$ cat config.mk
export PLATFORM = sky130hd
export DESIGN_NAME = dram_ctrl_top
export DESIGN_NICKNAME = d
export VERILOG_FILES = /design/src/dram_pkg.sv /design/src/dram_write_port.sv /design/src/dram_read_port.sv /design/src/dram_cmd_seq.sv /design/src/dram_ctrl_top.sv
export SDC_FILE = /design/constraint.sdc
export NUM_CORES = 1
export LEC_CHECK = 0
export BUFFER_PORTS_ARGS = -buffer_cell sky130_fd_sc_hd__buf_4
export CELL_PAD_IN_SITES_DETAIL_PLACEMENT = 1
export CELL_PAD_IN_SITES_GLOBAL_PLACEMENT = 1
export CORE_MARGIN = 2
export CORE_UTILIZATION = 41
export CTS_BUF_LIST = sky130_fd_sc_hd__clkbuf_2 sky130_fd_sc_hd__clkbuf_4 sky130_fd_sc_hd__clkbuf_8
export DETAILED_ROUTE_END_ITERATION = 10
export PLACE_DENSITY_LB_ADDON = 0.05
export SYNTH_ARGS = -nofsm -noshare
export SYNTH_HDL_FRONTEND = slang
export SYNTH_SLANG_ARGS = --single-unit
$ cat constraint.sdc
create_clock -name dram_clk -period 6.39 [get_ports dram_clk]
set_clock_uncertainty 0.1 [all_clocks]
set_input_delay 0.639 -clock dram_clk [delete_from_list [all_inputs] [get_ports dram_clk]]
set_output_delay 0.639 -clock dram_clk [all_outputs]
set_load 0.01 [all_outputs]
$ cat src/dram_pkg.sv
package dram_pkg;

    localparam int id_w  = 8;
    localparam int row_w = 11;
    localparam int col_w = 10;
    localparam int len_w = 4;

    // Command gaps in clock cycles
    localparam int t_rp  = 3;
    localparam int t_rcd = 3;

    localparam logic [1:0] resp_okay = 2'b00;

    typedef enum logic [2:0] {
        seq_idle,
        seq_pre,
        seq_pre_wait,
        seq_act,
        seq_act_wait,
        seq_col_wr,
        seq_col_rd,
        seq_rd_wait
    } seq_state_e;

    typedef enum logic [2:0] {
        op_nop,
        op_pre,
        op_act,
        op_wr,
        op_rd
    } dram_op_e;

    typedef struct packed {
        logic [id_w-1:0] id;
        logic [31:0]     addr;
    } aw_req_t;

    typedef struct packed {
        logic [31:0] data;
        logic [3:0]  strb;
    } w_beat_t;

    typedef struct packed {
        logic [id_w-1:0]  id;
        logic [31:0]      addr;
        logic [len_w-1:0] len;
    } ar_req_t;

    typedef struct packed {
        logic [id_w-1:0] id;
        logic [31:0]     data;
        logic            last;
    } r_beat_t;

    typedef struct packed {
        logic [id_w-1:0] id;
        logic [1:0]      resp;
    } b_resp_t;

    typedef struct packed {
        logic [row_w-1:0] row;
        logic [col_w-1:0] col;
        logic [31:0]      data;
        logic [3:0]       strb;
    } wr_cmd_t;

    typedef struct packed {
        logic [row_w-1:0] row;
        logic [col_w-1:0] col;
    } rd_cmd_t;

    // Active-low controls, wen is per byte
    typedef struct packed {
        logic             csn;
        logic             rasn;
        logic             casn;
        logic [3:0]       wen;
        logic [row_w-1:0] a;
        logic [31:0]      d;
    } dram_pins_t;

endpackage

$ cat src/dram_write_port.sv
`timescale 1ns/100ps

module dram_write_port
    import dram_pkg::*;
(
    input  logic      dram_clk,
    input  logic      dram_rst,
    input  logic      aw_valid,
    input  logic      w_valid,
    input  logic      b_ready,
    input  aw_req_t   aw,
    input  w_beat_t   w,
    output logic      aw_ready,
    output logic      b_valid,
    output b_resp_t   b,
    output logic      wr_pending,
    output wr_cmd_t   wr_cmd,
    input  logic      wr_done
);

    logic [id_w-1:0] id_q;
    logic            accept;

    // AW and W are taken together, only into an empty port
    assign aw_ready = aw_valid && w_valid && !wr_pending && !b_valid;
    assign accept   = aw_ready;

    always_ff @(posedge dram_clk) begin
        if (dram_rst) begin
            wr_pending <= 1'b0;
            b_valid    <= 1'b0;
        end else begin
            if (accept) begin
                wr_pending <= 1'b1;
            end else if (wr_done) begin
                wr_pending <= 1'b0;
                b_valid    <= 1'b1;
            end
            if (b_valid && b_ready) begin
                b_valid <= 1'b0;
            end
        end
    end

    always_ff @(posedge dram_clk) begin
        if (accept) begin
            id_q        <= aw.id;
            wr_cmd.row  <= aw.addr[22:12];
            wr_cmd.col  <= aw.addr[11:2];
            wr_cmd.data <= w.data;
            wr_cmd.strb <= w.strb;
        end
    end

    assign b.id   = id_q;
    assign b.resp = resp_okay;

endmodule

$ cat src/dram_read_port.sv
`timescale 1ns/100ps

module dram_read_port
    import dram_pkg::*;
(
    input  logic        dram_clk,
    input  logic        dram_rst,
    input  logic        ar_valid,
    input  logic        r_ready,
    input  ar_req_t     ar,
    output logic        ar_ready,
    output logic        r_valid,
    output r_beat_t     r,
    output logic        rd_pending,
    output rd_cmd_t     rd_cmd,
    output logic        rd_beat_done,
    input  logic [31:0] dram_q,
    input  logic        dram_valid
);

    logic [id_w-1:0]  id_q;
    logic [31:0]      addr_q;
    logic [len_w-1:0] len_q;
    logic [len_w-1:0] beat_cnt;
    logic [31:0]      data_q;
    logic             last_beat;

    assign ar_ready     = !rd_pending;
    assign rd_beat_done = r_valid && r_ready;
    assign last_beat    = (beat_cnt == len_q);

    always_ff @(posedge dram_clk) begin
        if (dram_rst) begin
            rd_pending <= 1'b0;
            r_valid    <= 1'b0;
            beat_cnt   <= '0;
        end else begin
            if (ar_valid && ar_ready) begin
                rd_pending <= 1'b1;
                beat_cnt   <= '0;
            end else if (rd_beat_done) begin
                beat_cnt <= beat_cnt + 1'b1;
                if (last_beat) begin
                    rd_pending <= 1'b0;
                end
            end
            // One column read in flight at a time
            if (dram_valid) begin
                r_valid <= 1'b1;
            end else if (rd_beat_done) begin
                r_valid <= 1'b0;
            end
        end
    end

    always_ff @(posedge dram_clk) begin
        if (ar_valid && ar_ready) begin
            id_q   <= ar.id;
            len_q  <= ar.len;
            addr_q <= ar.addr;
        end else if (rd_beat_done) begin
            addr_q <= addr_q + 32'd4;
        end
        if (dram_valid) begin
            data_q <= dram_q;
        end
    end

    assign rd_cmd.row = addr_q[22:12];
    assign rd_cmd.col = addr_q[11:2];

    assign r.id   = id_q;
    assign r.data = data_q;
    assign r.last = last_beat;

endmodule

$ cat src/dram_cmd_seq.sv
`timescale 1ns/100ps

module dram_cmd_seq
    import dram_pkg::*;
(
    input  logic       dram_clk,
    input  logic       dram_rst,
    input  logic       wr_pending,
    input  wr_cmd_t    wr_cmd,
    output logic       wr_done,
    input  logic       rd_pending,
    input  rd_cmd_t    rd_cmd,
    output logic       rd_issue,
    input  logic       rd_beat_done,
    output dram_pins_t pins
);

    seq_state_e       state;
    seq_state_e       state_nxt;
    dram_op_e         op;
    logic             sel_wr;
    logic             cur_wr;
    logic [row_w-1:0] cur_row;
    logic [col_w-1:0] cur_col;
    logic [row_w-1:0] open_row;
    logic             row_open;
    logic             row_hit;
    logic [2:0]       gap_cnt;

    // In idle the choice is live, later it is the latched one
    assign cur_wr  = (state == seq_idle) ? wr_pending : sel_wr;
    assign cur_row = cur_wr ? wr_cmd.row : rd_cmd.row;
    assign cur_col = cur_wr ? wr_cmd.col : rd_cmd.col;
    assign row_hit = row_open && (open_row == cur_row);

    assign wr_done  = (state == seq_col_wr);
    assign rd_issue = (state == seq_col_rd);

    always_comb begin
        state_nxt = state;
        case (state)
            seq_idle: begin
                if (wr_pending || rd_pending) begin
                    if (row_hit) begin
                        state_nxt = wr_pending ? seq_col_wr : seq_col_rd;
                    end else if (row_open) begin
                        state_nxt = seq_pre;
                    end else begin
                        state_nxt = seq_act;
                    end
                end
            end
            seq_pre:      state_nxt = seq_pre_wait;
            seq_pre_wait: begin
                if (gap_cnt == '0) begin
                    state_nxt = seq_act;
                end
            end
            seq_act:      state_nxt = seq_act_wait;
            seq_act_wait: begin
                if (gap_cnt == '0) begin
                    state_nxt = sel_wr ? seq_col_wr : seq_col_rd;
                end
            end
            seq_col_wr:   state_nxt = seq_idle;
            seq_col_rd:   state_nxt = seq_rd_wait;
            seq_rd_wait: begin
                // Next beat goes back through the hit check
                if (rd_beat_done) begin
                    state_nxt = seq_idle;
                end
            end
            default:      state_nxt = seq_idle;
        endcase
    end

    always_comb begin
        case (state)
            seq_pre:    op = op_pre;
            seq_act:    op = op_act;
            seq_col_wr: op = op_wr;
            seq_col_rd: op = op_rd;
            default:    op = op_nop;
        endcase
    end

    always_ff @(posedge dram_clk) begin
        if (dram_rst) begin
            state    <= seq_idle;
            sel_wr   <= 1'b0;
            row_open <= 1'b0;
            gap_cnt  <= '0;
        end else begin
            state <= state_nxt;
            if (state == seq_idle && (wr_pending || rd_pending)) begin
                sel_wr <= wr_pending;
            end
            case (state)
                seq_pre: begin
                    row_open <= 1'b0;
                    gap_cnt  <= 3'(t_rp - 1);
                end
                seq_act: begin
                    row_open <= 1'b1;
                    gap_cnt  <= 3'(t_rcd - 1);
                end
                seq_pre_wait, seq_act_wait: begin
                    if (gap_cnt != '0) begin
                        gap_cnt <= gap_cnt - 1'b1;
                    end
                end
                default: ;
            endcase
        end
    end

    always_ff @(posedge dram_clk) begin
        if (state == seq_act) begin
            open_row <= cur_row;
        end
    end

    always_ff @(posedge dram_clk) begin
        if (dram_rst) begin
            pins <= '{csn: 1'b1, rasn: 1'b1, casn: 1'b1, wen: 4'hf, a: '0, d: '0};
        end else begin
            pins <= '{csn: 1'b1, rasn: 1'b1, casn: 1'b1, wen: 4'hf, a: '0, d: '0};
            case (op)
                op_pre: begin
                    pins.csn  <= 1'b0;
                    pins.rasn <= 1'b0;
                    pins.wen  <= 4'h0;
                end
                op_act: begin
                    pins.csn  <= 1'b0;
                    pins.rasn <= 1'b0;
                    pins.a    <= cur_row;
                end
                op_wr: begin
                    pins.csn  <= 1'b0;
                    pins.casn <= 1'b0;
                    pins.wen  <= ~wr_cmd.strb;
                    pins.a    <= row_w'(cur_col);
                    pins.d    <= wr_cmd.data;
                end
                op_rd: begin
                    pins.csn  <= 1'b0;
                    pins.casn <= 1'b0;
                    pins.a    <= row_w'(cur_col);
                end
                default: ;
            endcase
        end
    end

endmodule

$ cat src/dram_ctrl_top.sv
`timescale 1ns/100ps

module dram_ctrl_top
    import dram_pkg::*;
(
    input  logic        dram_clk,
    input  logic        dram_rst,
    input  logic        aw_valid,
    input  aw_req_t     aw,
    input  logic        w_valid,
    input  w_beat_t     w,
    output logic        aw_ready,
    output logic        b_valid,
    output b_resp_t     b,
    input  logic        b_ready,
    input  logic        ar_valid,
    input  ar_req_t     ar,
    output logic        ar_ready,
    output logic        r_valid,
    output r_beat_t     r,
    input  logic        r_ready,
    output dram_pins_t  dram_pins,
    input  logic [31:0] dram_q,
    input  logic        dram_valid
);

    logic    wr_pending;
    logic    wr_done;
    wr_cmd_t wr_cmd;
    logic    rd_pending;
    logic    rd_beat_done;
    rd_cmd_t rd_cmd;

    dram_write_port u_write_port (
        .dram_clk   (dram_clk),
        .dram_rst   (dram_rst),
        .aw_valid   (aw_valid),
        .w_valid    (w_valid),
        .b_ready    (b_ready),
        .aw         (aw),
        .w          (w),
        .aw_ready   (aw_ready),
        .b_valid    (b_valid),
        .b          (b),
        .wr_pending (wr_pending),
        .wr_cmd     (wr_cmd),
        .wr_done    (wr_done)
    );

    dram_read_port u_read_port (
        .dram_clk     (dram_clk),
        .dram_rst     (dram_rst),
        .ar_valid     (ar_valid),
        .r_ready      (r_ready),
        .ar           (ar),
        .ar_ready     (ar_ready),
        .r_valid      (r_valid),
        .r            (r),
        .rd_pending   (rd_pending),
        .rd_cmd       (rd_cmd),
        .rd_beat_done (rd_beat_done),
        .dram_q       (dram_q),
        .dram_valid   (dram_valid)
    );

    dram_cmd_seq u_cmd_seq (
        .dram_clk     (dram_clk),
        .dram_rst     (dram_rst),
        .wr_pending   (wr_pending),
        .wr_cmd       (wr_cmd),
        .wr_done      (wr_done),
        .rd_pending   (rd_pending),
        .rd_cmd       (rd_cmd),
        .rd_issue     (),
        .rd_beat_done (rd_beat_done),
        .pins         (dram_pins)
    );

endmodule

# After elaboration in Yosys (flattened, before gate mapping)
# Cells that the tools add are included.
totals:
  regBits: 218
  latch_bits: 0
  ram_bits: 0
  mem_bits_ro: 0
  elab_cells: 112
  memories: 0
op_classes:
  addsub: 3
  n_mul: 0
  n_div: 0
  magnitude_cmp: 0
  eq_ne: 18
  shift: 0
  n_mux: 30
  bitwise: 3
  reduce_logical: 33
op_table:
  columns: ["op", "n"]
  rows:
  - ["32-bit 2-to-1 mux", 2]
  - ["32-bit by 3-bit adder with 32-bit output (second input constant)", 1]
  - ["3-bit case mux with 8 select lines", 1]
  - ["11-bit case mux with 2 select lines", 1]
  - ["3-bit 2-to-1 mux", 6]
  - ["3-bit == test (second input constant)", 5]
  - ["2-bit OR reduction", 7]
  - ["3-bit by 2-bit == test with 1-bit output (second input constant)", 4]
  - ["3-bit case mux with 4 select lines", 1]
  - ["2-bit nonzero test", 6]
  - ["11-bit == test", 1]
  - ["1-bit 2-to-1 mux", 11]
  - ["11-bit 2-to-1 mux", 1]
  - ["10-bit 2-to-1 mux", 1]
  - ["1-bit logical AND", 8]
  - ["4-bit case mux with 2 select lines", 1]
  - ["3-bit by 1-bit == test with 1-bit output (second input constant)", 2]
  - ["3-bit zero test", 2]
  - ["2-bit 2-to-1 mux", 3]
  - ["2-bit by 1-bit != test with 1-bit output (second input constant)", 3]
  - ["3-bit case mux with 2 select lines", 1]
  - ["2-bit AND reduction", 3]
  - ["4-bit by 1-bit adder with 4-bit output (second input constant)", 1]
  - ["4-bit == test", 1]
  - ["10 further kinds", 14]

# Longest topological paths before layout
depth:
  depth_word: 8
  depth_mapped: 9
  depth_no_buf: 8

# Hierarchy
# A second synthesis with hierarchy kept.
unflattened:
  cells_unflattened: 596
  hier_area_um2: 7977.7
modules_own_cells:
  columns: ["module", "n_inst", "cells_per_inst", "area_per_inst_um2"]
  rows:
  - ["dram_cmd_seq", 1, 307, 3010.4]
  - ["dram_read_port", 1, 214, 2895.3]
  - ["dram_write_port", 1, 75, 2072.0]

# Worst setup path after synthesis
# No wires, ideal clock.
synth_timing:
  path_kind: "input-to-output"
  startpoint: "input port aw_valid"
  endpoint: "output port aw_ready"
  arrival_time_ns: 5.386
  setup_slack_ns: 0.265
  path_stages: 2
  n_path_buf: 0
  cell_sequence: "nand2_1 -> nor3_1"
synth_via:
  elab_chain_len: 3
synth_lines:
  columns: ["element", "line", "text"]
  rows:
  - ["start: declaration", "dram_ctrl_top.sv:8", "input logic aw_valid,"]
  - ["1-bit logical AND (3 in series)", "dram_write_port.sv:25", "assign aw_ready = aw_valid && w_valid && !wr_pending && !b_valid;"]
  - ["end: declaration", "dram_ctrl_top.sv:12", "output logic aw_ready,"]
# Every way passes these cells.

# Worst setup path in the final report
layout_timing:
  startpoint: "register u_write_port.wr_pending"
  endpoint: "register u_cmd_seq.state[0]"
layout_via:
  elab_chain_len: 7
  elab_cells_between_ends: 11
  classes_between: "2 x eq/ne; 6 x mux; 3 x reduce/logical"
layout_lines:
  columns: ["element", "line", "text"]
  rows:
  - ["start: declaration", "dram_write_port.sv:16", "output logic wr_pending,"]
  - ["start signal: assignment", "dram_write_port.sv:30", "wr_pending <= 1'b0;"]
  - ["start signal: assignment", "dram_write_port.sv:34", "wr_pending <= 1'b1;"]
  - ["start signal: assignment", "dram_write_port.sv:36", "wr_pending <= 1'b0;"]
  - ["1-bit 2-to-1 mux", "dram_cmd_seq.sv:31", "assign cur_wr = (state == seq_idle) ? wr_pending : sel_wr;"]
  - ["11-bit 2-to-1 mux", "dram_cmd_seq.sv:32", "assign cur_row = cur_wr ? wr_cmd.row : rd_cmd.row;"]
  - ["net u_cmd_seq.cur_row[6]", "dram_cmd_seq.sv:23", "logic [row_w-1:0] cur_row;"]
  - ["11-bit == test", "dram_cmd_seq.sv:34", "assign row_hit = row_open && (open_row == cur_row);"]
  - ["1-bit logical AND", "dram_cmd_seq.sv:34", null]
  - ["3-bit 2-to-1 mux", "dram_cmd_seq.sv:44", "if (row_hit) begin"]
  - ["3-bit 2-to-1 mux", "dram_cmd_seq.sv:43", "if (wr_pending || rd_pending) begin"]
  - ["3-bit case mux with 8 select lines", "dram_cmd_seq.sv:41", "case (state)"]
  - ["end signal: assignment", "dram_cmd_seq.sv:89", "state <= seq_idle;"]
  - ["end signal: assignment", "dram_cmd_seq.sv:94", "state <= state_nxt;"]
  - ["end: declaration", "dram_cmd_seq.sv:18", "seq_state_e state;"]
# The timed path passes the listed nets, and every way through them passes these cells. The select of a mux whose other input is x is not followed.
# A chain may end at the register's enable or synchronous reset.

==> flow_metrics.tcl <==
set metrics [dict create \
    synth-edff-count 141 \
    ys_warn_count 0 \
    timing.final.hold_violations 0 \
    post-place-ws_ns 2.98 \
    post-route-util 0.563 \
    areaGrowthSynthToFinish_pct 34.8 \
    cts.sink_count 207 \
    ys_ff_latch 207 \
    antenna_left 0 \
    antennaDiodeCount 0 \
    gp_congestion 0.829 \
    final_nets 997 \
    synthesis.area_um2 7840 \
    synth_top_cell_area_share 0.540 \
    cp.arrival_ns 3.71 \
    slew_viol_final 0 \
    setup_tns_ns 0 \
    crit_start "u_write_port.wr_pending" \
    grt_max_degree 69 \
    die_h_um 142 \
    h-tree-depth 2 \
    num_vias 5589 \
    synthArstFlopShare 0 \
    finalCritPeriodShare 0.535 \
    min-delay-start "w[34]" \
    seq_area_frac_synth 0.708 \
    leakage_nw 4.37 \
    fp.dieW_um 142 \
    status "finished clean" \
    worstSetupPathType "flip-flop to flip-flop" \
    rsz0062_at_grt "false" \
    dpl.hpwl_um 13600 \
    hold_class "input port to flip-flop" \
    r2r_start "u_write_port.wr_pending" \
    yosys-top-cells-count "edfxtp_1, dfxtp_1, nand2_1, and3_1, o21ai_0" \
    cap_violations 0 \
    drive_gt1_frac 0.385 \
    core_area_um2 18800 \
    finalPower_mw 3.45 \
    port_buffers 240 \
    crit_chain "or4b_1 > nand2_4 > mux2_2 > a222oi_1 > nand4_1 > o31a_1" \
    crit_slowest_cell "or4b_1" \
    cpLargestDelayFamily "simple AND/OR/NAND/NOR gates" \
    drt_wl_total_um 19600 \
    ys_types 55 \
    setup_ws_ns 2.97 \
    ys_top_cells_by_area "edfxtp_1, dfxtp_1, xor2_1, and3_1, o21ai_0" \
    worstSetupStartpointType "flip-flop" \
    yosysMostFrequentCell "edfxtp_1" \
    cts_hold_buffers 0 \
    syn_avg_cell_area_um2 13.5 \
    grt_first_pass_wirelength_um 30300 \
    syn_inst 583 \
    finalSetupViolations 0 \
    clockBufferDepth 3 \
    numCtsBuffers 35 \
    p_per_area_nw_per_um2 326 \
    relSlewSlack 0.295 \
    synth_flop_cell "edfxtp_1" \
    row_count 50 \
    die-area_um2 20300 \
    grtUsageTotal 0.190 \
    post_cts_resized 0 \
    grt_pass1_vias 5925 \
    cts_tree "yes" \
    antenna_found_initial 0 \
    overflow 0 \
    insertion_delay_ns 0.51 \
    start_util 0.418 \
    max_freq_mhz 292 \
    io_pins 265 \
    remaining_drc_errors 0 \
    ir_drop_uv 187 \
    path_max_fanout 19 \
    tightestPinTransition_ns 1.06 \
    cp-end-kind "flip-flop" \
    cts_root_buffer "clkbuf_8" \
    drt_pass1_iterations 5 \
    wire_per_inst_um 17.9 \
    viasPerCell 5.11 \
    crit_required_ns 6.68 \
    cts_setup_buffers 0 \
    clkSlewWorstSetupHoldPaths_ns 0.06 \
    cp_slowest_stage_delay_ns 0.80 \
    drt_iter0_drc 205 \
    finalCriticalPeriod_ns 3.42 \
    yosysTopAreaCell "edfxtp_1" \
    path_buf_inv 0 \
]
cells by family after synthesis:
logic type / synth area share
buf+inv: 0.0266
simple gates: 0.117
compound gates: 0.0747
mux: 0.0230
flops: 0.708
xor+xnor: 0.0435
fa+ha+maj: 0.00638
other cells: 0.000478
path summary, 6_finish.rpt:
kind                             end  slack, ns  cells after the start
min reg2reg       u_cmd_seq.pins[45]       0.32                      1
max               u_cmd_seq.state[0]       2.97                      6
min          u_write_port.wr_cmd[34]       0.19                      1
max reg2reg       u_cmd_seq.state[0]       2.97                      6
flip-flops by register name (all words and copies together), names as in the netlist, 3 cells and up:
name                  flops
u_cmd_seq.pins           50
u_cmd_seq.state           3
u_read_port.beat_cnt      4
u_read_port.data_q       32
u_cmd_seq.gap_cnt         3
u_read_port.len_q         4
u_cmd_seq.open_row       11
u_write_port.id_q         8
u_read_port.id_q          8
u_write_port.wr_cmd      57
u_read_port.addr_q       21
power breakdown:
part           total [mW]  internal [mW]  switching (mW)
Sequential           1.66           1.56          0.0981
Combinational       0.585          0.259           0.326
Clock                1.20          0.688           0.515
per-stage QoR:
step	cell area (um^2)	std cells	hold WS (ns)
5_1_grt	10600	1094	0.162
2_1_floorplan	7850	584	0.303
3_5_place_dp	9840	1030	0.314
4_1_cts	10600	1094	0.163
6_report	10600	1094	0.195
3_3_place_gp	9840	1030	0.310
area by class of cell:
cell class                 instances  area (um^2)
fill                            1967         8190
sequential                       207         5560
multi-input combinational        328         2100
timing repair buffer             244         1830
clock buffer                      52          641
tap                              234          293
clock inverter                    12         88.8
inverter                          17         63.8
per-layer routing:
metal  GRT usage  vias up  wire length [um]
met3      0.0633       36              1740
met2       0.330      217              9660
met1       0.223     2695              7780
met5           0        -                 0
met4      0.0657        0               384
li1            -     2641                 -
layout by cell type, fill, tap and decap left out, types with 3 or more instances in the layout:
| master | n |
|---|---|
| buf_4 | 244 |
| edfxtp_1 | 141 |
| dfxtp_1 | 66 |
| nand2_1 | 45 |
| clkbuf_8 | 40 |
| and3_1 | 39 |
| o21ai_0 | 34 |
| xor2_1 | 28 |
| nand3_1 | 21 |
| a21oi_1 | 20 |
| nor2_1 | 17 |
| inv_1 | 16 |
| nor3_1 | 16 |
| clkbuf_4 | 12 |
| xnor2_1 | 11 |
| mux2i_1 | 9 |
| mux2_2 | 8 |
| nand2b_1 | 8 |
| a31o_2 | 8 |
| clkinv_2 | 7 |
| nand4_1 | 5 |
| nor2b_1 | 5 |
| a31oi_1 | 5 |
| or3_1 | 4 |
| o22ai_1 | 4 |
| ha_1 | 4 |
| nor4_1 | 3 |
| clkinv_1 | 3 |
(Power assumes the default switching activity.)
